`config.mk`:
```
export PLATFORM = sky130hd
export DESIGN_NAME = spi_reg_top
export DESIGN_NICKNAME = d
export VERILOG_FILES = /design/src/hw/spi_reg_pkg.sv /design/src/hw/spi_byte_port.sv /design/src/hw/spi_cmd_ctrl.sv /design/src/hw/spi_frame_assembler.sv /design/src/hw/spi_reg_bank.sv /design/src/hw/spi_reg_top.sv
export SDC_FILE = /design/constraint.sdc
export NUM_CORES = 1
export LEC_CHECK = 0
export BUFFER_PORTS_ARGS = -buffer_cell sky130_fd_sc_hd__buf_2
export CAP_MARGIN = 10
export CORE_MARGIN = 2
export CORE_UTILIZATION = 35
export CTS_CLUSTER_DIAMETER = 40
export DETAILED_ROUTE_END_ITERATION = 12
export GPL_TIMING_DRIVEN = 0
export MAX_ROUTING_LAYER = met4
export PLACE_DENSITY = 0.49
export SYNTH_ARGS = -nofsm -noshare
export SYNTH_HDL_FRONTEND = slang
export SYNTH_SLANG_ARGS = --single-unit
```
`constraint.sdc`:
```
create_clock -name clk -period 4.1 [get_ports clk]
set_input_delay 1.025 -clock clk [delete_from_list [all_inputs] [get_ports clk]]
set_output_delay 1.025 -clock clk [all_outputs]
set_load 0.03 [all_outputs]
```
`src/hw/spi_reg_pkg.sv`:
```
package spi_reg_pkg;

  // Frame geometry
  localparam int FRAME_BYTES = 8;                    // Bytes per SPI frame
  localparam int BYTE_W      = 8;
  localparam int BYTE_IDX_W  = $clog2(FRAME_BYTES);  // Byte counter width
  localparam int ADDR_W      = 8;
  localparam int DATA_W      = 32;
  localparam int SEQ_W       = 16;                   // Command sequence count
  localparam int EVT_ADDR_W  = 7;                    // Enough for up to 128 registers

  // Opcodes, carried in byte 0 of a command frame
  localparam logic [7:0] OP_NOP   = 8'h00;
  localparam logic [7:0] OP_WRITE = 8'h01;
  localparam logic [7:0] OP_READ  = 8'h02;

  // Status codes, returned in byte 0 of the response frame
  localparam logic [7:0] ST_OK       = 8'h00;
  localparam logic [7:0] ST_BAD_ADDR = 8'he1;  // Address not below REG_COUNT
  localparam logic [7:0] ST_BAD_OP   = 8'he2;  // Unknown opcode

  // Command view, byte 0 in the low bits
  typedef struct packed {
    logic [DATA_W-1:0] data;    // Bytes 4..7
    logic [15:0]       rsvd;    // Bytes 2..3, ignored on commands
    logic [ADDR_W-1:0] addr;    // Byte 1
    logic [7:0]        opcode;  // Byte 0
  } frame_cmd_t;

  // One 64-bit frame word, seen either as raw bytes or as command fields
  typedef union packed {
    logic [FRAME_BYTES-1:0][BYTE_W-1:0] frame_bytes;  // Index 0 is the first byte on the wire
    frame_cmd_t                         frame_cmd;
  } spi_frame_u;

  // Register bank access request
  typedef struct packed {
    logic              wr_en;  // 1 write, 0 read
    logic [ADDR_W-1:0] addr;
    logic [DATA_W-1:0] wdata;
  } reg_req_t;

  // Command completion event, 17 bits
  typedef struct packed {
    logic                  done;    // Single-cycle strobe
    logic                  err;     // Status other than ST_OK
    logic [7:0]            opcode;
    logic [EVT_ADDR_W-1:0] addr;
  } cmd_evt_t;

endpackage

```
`src/hw/spi_byte_port.sv`:
```
`timescale 1ns/1ns

// SPI mode 0 byte engine, all pins resampled into the clk domain
module spi_byte_port (
  input  logic       clk,
  input  logic       resetn,
  input  logic       sck,
  input  logic       cs_n,
  input  logic       copi,
  input  logic [7:0] tx_byte,   // Byte to shift out on cipo
  output logic       cipo,
  output logic [7:0] rx_byte,   // Last byte received
  output logic       rx_strobe, // One clk pulse per received byte
  output logic       cs_active
);

  logic [2:0] sck_sync;   // SCK synchronizer and edge history
  logic [2:0] cs_sync;    // CS synchronizer, active low
  logic [1:0] copi_sync;  // Data lines up with sck_sync[1]
  logic [2:0] rx_cnt;     // Counts up on rising SCK
  logic [2:0] tx_cnt;     // Counts down on falling SCK
  logic       sck_rise;
  logic       sck_fall;

  assign sck_rise  = (sck_sync[2:1] == 2'b01);
  assign sck_fall  = (sck_sync[2:1] == 2'b10);
  assign cs_active = ~cs_sync[2];

  // MSB first; actively driven since nothing else shares the line
  assign cipo = cs_active & tx_byte[tx_cnt];

  always_ff @(posedge clk) begin
    if (resetn) begin
      sck_sync  <= 3'b000;
      cs_sync   <= 3'b111;  // Start deselected
      copi_sync <= 2'b00;
      rx_cnt    <= 3'd0;
      tx_cnt    <= 3'd7;
      rx_strobe <= 1'b0;
    end else begin
      sck_sync  <= {sck_sync[1:0], sck};
      cs_sync   <= {cs_sync[1:0], cs_n};
      copi_sync <= {copi_sync[0], copi};
      rx_strobe <= 1'b0;  // Pulse by default low

      if (cs_active) begin
        if (sck_rise) begin
          rx_cnt    <= rx_cnt + 3'd1;        // Wraps after bit 7
          rx_strobe <= (rx_cnt == 3'd7);     // Eighth bit completes the byte
        end
        if (sck_fall) begin
          tx_cnt <= tx_cnt - 3'd1;           // Wraps back to 7 for the next byte
        end
      end else begin
        // Deselect abandons any partial byte
        rx_cnt <= 3'd0;
        tx_cnt <= 3'd7;
      end
    end
  end

  // Receive shifter
  always_ff @(posedge clk) begin
    if (cs_active && sck_rise) begin
      rx_byte <= {rx_byte[6:0], copi_sync[1]};
    end
  end

endmodule

```
`src/hw/spi_cmd_ctrl.sv`:
```
`timescale 1ns/1ns

// Two-stage command sequencer
// Stage 1 decodes and issues the bank request, stage 2 builds the response
module spi_cmd_ctrl #(
  parameter int REG_COUNT = 8
) (
  input  logic                    clk,
  input  logic                    resetn,
  input  spi_reg_pkg::spi_frame_u frame,
  input  logic                    frame_strobe,
  input  logic [31:0]             rdata,        // Bank data, valid one cycle after req
  output spi_reg_pkg::reg_req_t   reg_req,
  output logic                    req_strobe,
  output spi_reg_pkg::spi_frame_u resp_frame,
  output spi_reg_pkg::cmd_evt_t   cmd_evt
);

  import spi_reg_pkg::*;

  // Decode of the incoming frame
  logic       op_known;
  logic       op_access;   // Write or read, touches the bank
  logic       addr_ok;
  logic [7:0] dec_status;
  logic       dec_access;  // Access that passed all checks

  // Stage 1 context
  logic              s1_valid;
  logic [7:0]        s1_status;
  logic [7:0]        s1_opcode;
  logic [ADDR_W-1:0] s1_addr;
  logic              s1_use_rdata;

  // Stage 2 response state
  logic [7:0]        resp_status;
  logic [ADDR_W-1:0] resp_addr;
  logic              resp_use_rdata;
  logic [SEQ_W-1:0]  seq_cnt;       // Completed frames since reset

  always_comb begin
    op_known  = (frame.frame_cmd.opcode == OP_NOP) ||
                (frame.frame_cmd.opcode == OP_WRITE) ||
                (frame.frame_cmd.opcode == OP_READ);
    op_access = (frame.frame_cmd.opcode == OP_WRITE) ||
                (frame.frame_cmd.opcode == OP_READ);
    addr_ok   = (frame.frame_cmd.addr < REG_COUNT);
    // Opcode error wins over address error; nop ignores the address
    if (!op_known)
      dec_status = ST_BAD_OP;
    else if (op_access && !addr_ok)
      dec_status = ST_BAD_ADDR;
    else
      dec_status = ST_OK;
    dec_access = op_access && (dec_status == ST_OK);
  end

  // Stage 1 control
  always_ff @(posedge clk) begin
    if (resetn) begin
      req_strobe <= 1'b0;
      s1_valid   <= 1'b0;
    end else begin
      req_strobe <= frame_strobe & dec_access;  // Rejected frames never reach the bank
      s1_valid   <= frame_strobe;
    end
  end

  // Stage 1 payload, captured with the frame
  always_ff @(posedge clk) begin
    if (frame_strobe) begin
      reg_req.wr_en <= (frame.frame_cmd.opcode == OP_WRITE);
      reg_req.addr  <= frame.frame_cmd.addr;
      reg_req.wdata <= frame.frame_cmd.data;
      s1_status     <= dec_status;
      s1_opcode     <= frame.frame_cmd.opcode;
      s1_addr       <= frame.frame_cmd.addr;
      s1_use_rdata  <= dec_access;  // Write echo comes back through rdata too
    end
  end

  // Stage 2, response and event
  always_ff @(posedge clk) begin
    if (resetn) begin
      cmd_evt        <= '0;
      resp_status    <= ST_OK;
      resp_addr      <= '0;
      resp_use_rdata <= 1'b0;
      seq_cnt        <= '0;
    end else begin
      cmd_evt.done <= s1_valid;
      if (s1_valid) begin
        cmd_evt.err    <= (s1_status != ST_OK);
        cmd_evt.opcode <= s1_opcode;
        cmd_evt.addr   <= s1_addr[EVT_ADDR_W-1:0];
        resp_status    <= s1_status;
        resp_addr      <= s1_addr;
        resp_use_rdata <= s1_use_rdata;
        seq_cnt        <= seq_cnt + 1'b1;  // Errors count as completed frames
      end
    end
  end

  // Response bytes; rdata holds until the next request, which only follows a new frame
  always_comb begin
    resp_frame.frame_bytes[0]   = resp_status;
    resp_frame.frame_bytes[1]   = resp_addr;
    resp_frame.frame_bytes[3:2] = seq_cnt;
    resp_frame.frame_bytes[7:4] = resp_use_rdata ? rdata : '0;  // Zero for nop and errors
  end

endmodule

```
`src/hw/spi_frame_assembler.sv`:
```
`timescale 1ns/1ns

// Byte to frame packing, and response byte selection for transmit
module spi_frame_assembler (
  input  logic                    clk,
  input  logic                    resetn,
  input  logic [7:0]              rx_byte,
  input  logic                    rx_strobe,
  input  logic                    cs_active,
  input  spi_reg_pkg::spi_frame_u resp_frame,   // Response to the previous command
  output logic [7:0]              tx_byte,
  output spi_reg_pkg::spi_frame_u frame,        // Valid with frame_strobe
  output logic                    frame_strobe
);

  import spi_reg_pkg::*;

  logic [BYTE_IDX_W-1:0] byte_cnt;  // Position within the frame
  logic                  last_byte;

  assign last_byte = (byte_cnt == BYTE_IDX_W'(FRAME_BYTES - 1));

  // Outgoing byte follows the same little-endian order as the command
  assign tx_byte = resp_frame.frame_bytes[byte_cnt];

  always_ff @(posedge clk) begin
    if (resetn) begin
      byte_cnt     <= '0;
      frame_strobe <= 1'b0;
    end else begin
      frame_strobe <= 1'b0;
      if (!cs_active) begin
        byte_cnt <= '0;            // Abort, partial frame dropped
      end else if (rx_strobe) begin
        byte_cnt     <= byte_cnt + 1'b1;  // Rolls to 0 after the last byte
        frame_strobe <= last_byte;
      end
    end
  end

  // New byte enters at the top and walks down, so byte 0 settles lowest
  always_ff @(posedge clk) begin
    if (rx_strobe) begin
      frame.frame_bytes <= {rx_byte, frame.frame_bytes[FRAME_BYTES-1:1]};
    end
  end

endmodule

```
`src/hw/spi_reg_bank.sv`:
```
`timescale 1ns/1ns

// Register file, one write port and one registered read port
module spi_reg_bank #(
  parameter int REG_COUNT = 8
) (
  input  logic                  clk,
  input  logic                  resetn,
  input  spi_reg_pkg::reg_req_t reg_req,
  input  logic                  req_strobe,
  output logic [31:0]           rdata,     // Post-write value of the addressed register
  output logic [31:0]           cfg_word   // Register 0
);

  import spi_reg_pkg::*;

  localparam int IDX_W = (REG_COUNT > 1) ? $clog2(REG_COUNT) : 1;

  logic [DATA_W-1:0] regs [REG_COUNT];
  logic [IDX_W-1:0]  idx;  // Only in-range addresses are ever requested

  assign idx      = reg_req.addr[IDX_W-1:0];
  assign cfg_word = regs[0];

  always_ff @(posedge clk) begin
    if (resetn) begin
      for (int i = 0; i < REG_COUNT; i++) begin
        regs[i] <= '0;
      end
    end else if (req_strobe && reg_req.wr_en) begin
      regs[idx] <= reg_req.wdata;
    end
  end

  // Read port, a write returns the value it stores
  always_ff @(posedge clk) begin
    if (req_strobe) begin
      rdata <= reg_req.wr_en ? reg_req.wdata : regs[idx];
    end
  end

endmodule

```
`src/hw/spi_reg_top.sv`:
```
`timescale 1ns/1ns

// SPI register block, pins in and config word plus command events out
module spi_reg_top #(
  parameter int REG_COUNT = 8
) (
  input  logic                  clk,
  input  logic                  resetn,
  input  logic                  sck,
  input  logic                  cs_n,
  input  logic                  copi,
  output logic                  cipo,
  output logic [31:0]           cfg_word,
  output spi_reg_pkg::cmd_evt_t cmd_evt
);

  import spi_reg_pkg::*;

  logic [7:0]        rx_byte;
  logic              rx_strobe;
  logic              cs_active;
  logic [7:0]        tx_byte;
  spi_frame_u        frame;
  logic              frame_strobe;
  spi_frame_u        resp_frame;
  reg_req_t          reg_req;
  logic              req_strobe;
  logic [DATA_W-1:0] rdata;

  spi_byte_port i_byte_port (
    .clk       (clk),
    .resetn    (resetn),
    .sck       (sck),
    .cs_n      (cs_n),
    .copi      (copi),
    .tx_byte   (tx_byte),
    .cipo      (cipo),
    .rx_byte   (rx_byte),
    .rx_strobe (rx_strobe),
    .cs_active (cs_active)
  );

  spi_frame_assembler i_frame_assembler (
    .clk          (clk),
    .resetn       (resetn),
    .rx_byte      (rx_byte),
    .rx_strobe    (rx_strobe),
    .cs_active    (cs_active),
    .resp_frame   (resp_frame),
    .tx_byte      (tx_byte),
    .frame        (frame),
    .frame_strobe (frame_strobe)
  );

  spi_cmd_ctrl #(
    .REG_COUNT (REG_COUNT)
  ) i_cmd_ctrl (
    .clk          (clk),
    .resetn       (resetn),
    .frame        (frame),
    .frame_strobe (frame_strobe),
    .rdata        (rdata),
    .reg_req      (reg_req),
    .req_strobe   (req_strobe),
    .resp_frame   (resp_frame),
    .cmd_evt      (cmd_evt)
  );

  spi_reg_bank #(
    .REG_COUNT (REG_COUNT)
  ) i_reg_bank (
    .clk        (clk),
    .resetn     (resetn),
    .reg_req    (reg_req),
    .req_strobe (req_strobe),
    .rdata      (rdata),
    .cfg_word   (cfg_word)
  );

endmodule

```
==> out/qor.txt <==
outcome: completed
Post-Syn Instances: 1201
Buffers on Ports: 54
Req. time, crit path: 3070 ps
async set-or-reset flop fraction in the synthesized netlist: 0%
DRT antenna net count: 0
most frequent cells in the layout: edfxtp_1 (413), and2_1 (257), clkbuf_16 (77)
Hold Path Depth: 0
P&R area growth vs syn: 19.0%
DRC Markers: 0
Worst-Skew Late Latency: 600 ps
# IOs: 55
Post-synth EDFFs: 413
Starting Density: 35.3%
Filler cells: 4968
minimum clock period: 3830 ps
drt wl/cell: 22.8 um
Synth Warn #: 0
Worst R2R Path Depth: 5
reg2reg end: i_reg_bank.regs[1][13]
CTS tree: yes
Layout Nets: 1346
synthesized area: 0.0194 mm^2
Post-CTS Hold Buffers: 0
worst r2r src: i_cmd_ctrl.req_strobe
WL final: 47800 um
R2R Setup Slk: 580 ps
critical path endpoint category: primary output
ratio of cells with drive above 1 in the final layout: 20.8%
drt pass-1 iters: 4
CP peak stage delay: 460 ps
total CTS buffers: 76
Yosys reg bits: 475
Via density: 4.91
initial antenna violation count: 2
via count: 10300
Final Hold Fails: 0
die width: 239 um
Leak Pwr: 8.24 nW
hpwl dp: 30100 um
max_slew headroom: 18.9%
CP max stage cell: clkbuf_1
clock buffer depth: 3
Final WS setup: 269 ps
post-CTS setup buffers: 0
maximum operating frequency: 0.261 GHz
htree depth: 3
Max-Cap Viols: 0
WP data arrival: 2810 ps
Total Routing Usage GR: 17.7%
kind of critical path: reg -> out
clk sinks: 475
Clock Skews: 27.3 ps
largest net degree at the start of global routing: 69
RSZ-0062 raised after global routing: false
ys flop type: edfxtp_1
CP startpoint kind: register
clock slew at the register clock pins of the worst setup and hold paths: 60 ps
die area: 0.0572 mm^2
worst path cell trace: buf_6 > clkbuf_1 > a2111oi_0 > a2111oi_2 > a221oi_2 > o31ai_1 > buf_2
chip height: 239 um
synth top area cells: edfxtp_1 (64%), and2_1 (8.3%), mux4_2 (8.0%)
Initial DRC Count: 716
area leader, netlist: edfxtp_1
Seq/Total Area, Yosys: 70.4%
Worst Hold Class: reg -> reg
diode count: 0
Synthesized Nets: 1212
slew at the pin closest to its max-slew limit: 1220 ps
Setup crit start: i_frame_assembler.byte_cnt[0]
worst setup path endpoint: cipo
most common cell after layout, fill and taps aside: edfxtp_1
Setup WS pre-CTS: 425 ps
top cell type's share of synthesized area: 64.0%
GRT overflow: 0
post-CTS sizing: 0
Setup violations, final: 0
root buffer cell: clkbuf_16
Cell variety after synth: 45
num rows: 86
IR drop worst, VDD: 0.326 mV
first-pass GRT wire length: 70900 um
final period utilization: 93.4%
vias in the first global route: 10800
PwrDens: 511 mW/mm^2
syn_area_per_cell: 16.1 um^2
GPL Wtd Cong: 0.764
maximum fanout along the worst path: 10
area of the core: 0.0549 mm^2
final number of max-transition violations: 0
fin util: 42.0%
==> synth_stat cells (2+ instances only) <==
cell type  instances
and3_1             4
mux4_1             6
mux2_2             6
xor2_1            10
nand4_1            6
dfxtp_1           62
clkbuf_1          41
edfxtp_1         413
inv_1              4
mux2i_1           59
or3_1              2
or2_2             13
and2b_1            4
nand3_1            5
and2_1           257
a211oi_1           3
nor3b_1            2
buf_2             11
buf_4              9
xnor2_1            7
ha_1               6
mux4_2            69
a2111oi_0          2
nor4_1             2
buf_1             10
a21oi_1            3
nand2_1           50
buf_6              3
nor2_1            59
o21ai_0           35
nor2b_1           12
and4_1             2
a22oi_1            2
nand2b_1           8
nor3_1             4
==> cell type report <==
cell class	count	area [um^2]	area share (%)
clock inverters	48	503	2.18
flip-flops and latches	475	13600	59.2
well taps	704	881	3.82
plain buffers	75	363	1.57
clock buffers	87	1960	8.52
multi-input cells	647	5350	23.2
inverters	4	15.0	0.0651
repair buffers	56	325	1.41
==> flip-flops by register name (all words and copies together) (netlist names), 2 cells and up, named ones only <==
signal / count
i_byte_port.rx_cnt: 3
i_cmd_ctrl.s1_opcode: 8
i_reg_bank.rdata: 32
i_byte_port.cs_sync: 3
i_cmd_ctrl.reg_req: 33
i_byte_port.tx_cnt: 3
i_cmd_ctrl.cmd_evt: 10
i_byte_port.rx_byte: 8
i_cmd_ctrl.s1_addr: 8
i_cmd_ctrl.seq_cnt: 16
i_cmd_ctrl.s1_status: 3
i_byte_port.sck_sync: 3
i_reg_bank.regs: 256
i_byte_port.copi_sync: 2
i_cmd_ctrl.resp_addr: 8
i_frame_assembler.frame: 64
i_cmd_ctrl.resp_status: 3
i_frame_assembler.byte_cnt: 3
==> metrics by stage <==
step	std cells	TNS [ps]	hold slack (ps)	area, um^2	power, mW
after global placement	1959	-4.90	396	20500	5.67
after global routing	2096	0	411	23000	12.1
after detailed placement	1961	0	390	20600	5.67
after CTS	2096	0	405	23000	11.9
after floorplan	1201	0	386	19400	5.58
final	2096	0	407	23000	11.8
==> where the power goes <==
part           internal (mW)  switching (mW)  total [mW]
Clock                   3.90            2.30        6.20
Sequential              5.34          0.0336        5.37
Combinational         0.0602           0.137       0.197
==> kinds of logic (layout without fill, tap and decap cells) <==
kind of cell,count (synthesis),count (layout),synth area share [%]
flops,475,475,70.4
simple gates,432,432,12.6
mux,140,140,12.2
buf+inv,79,270,1.95
compound gates,52,52,1.63
xor+xnor,17,17,0.769
fa+ha+maj,6,6,0.388
==> how the worst min path moves through the flow <==
stage	startpoint	to	slack, ps
after floorplan	i_byte_port.copi_sync[1]	i_byte_port.rx_byte[0]	390
after global placement	i_byte_port.copi_sync[1]	i_byte_port.rx_byte[0]	400
after detailed placement	i_byte_port.copi_sync[1]	i_byte_port.rx_byte[0]	390
after CTS	i_byte_port.copi_sync[1]	i_byte_port.rx_byte[0]	400
after global routing	i_byte_port.copi_sync[1]	i_byte_port.rx_byte[0]	410
final	i_byte_port.copi_sync[1]	i_byte_port.rx_byte[0]	410
==> metal layers <==
layer | GRT usage, % | routed length [um]
met3 | 3.00 | 2340
met2 | 27.7 | 22900
met5 | - | 0
met1 | 23.8 | 21700
met4 | 5.19 | 850
==> critical path, delay by kind of cell (launching register included) <==
| kind | cells | cell delay [ps] |
|---|---|---|
| compound gates | 4 | 940 |
| buf+inv | 3 | 920 |
| flops | 1 | 350 |
(Power assumes the default switching activity.)
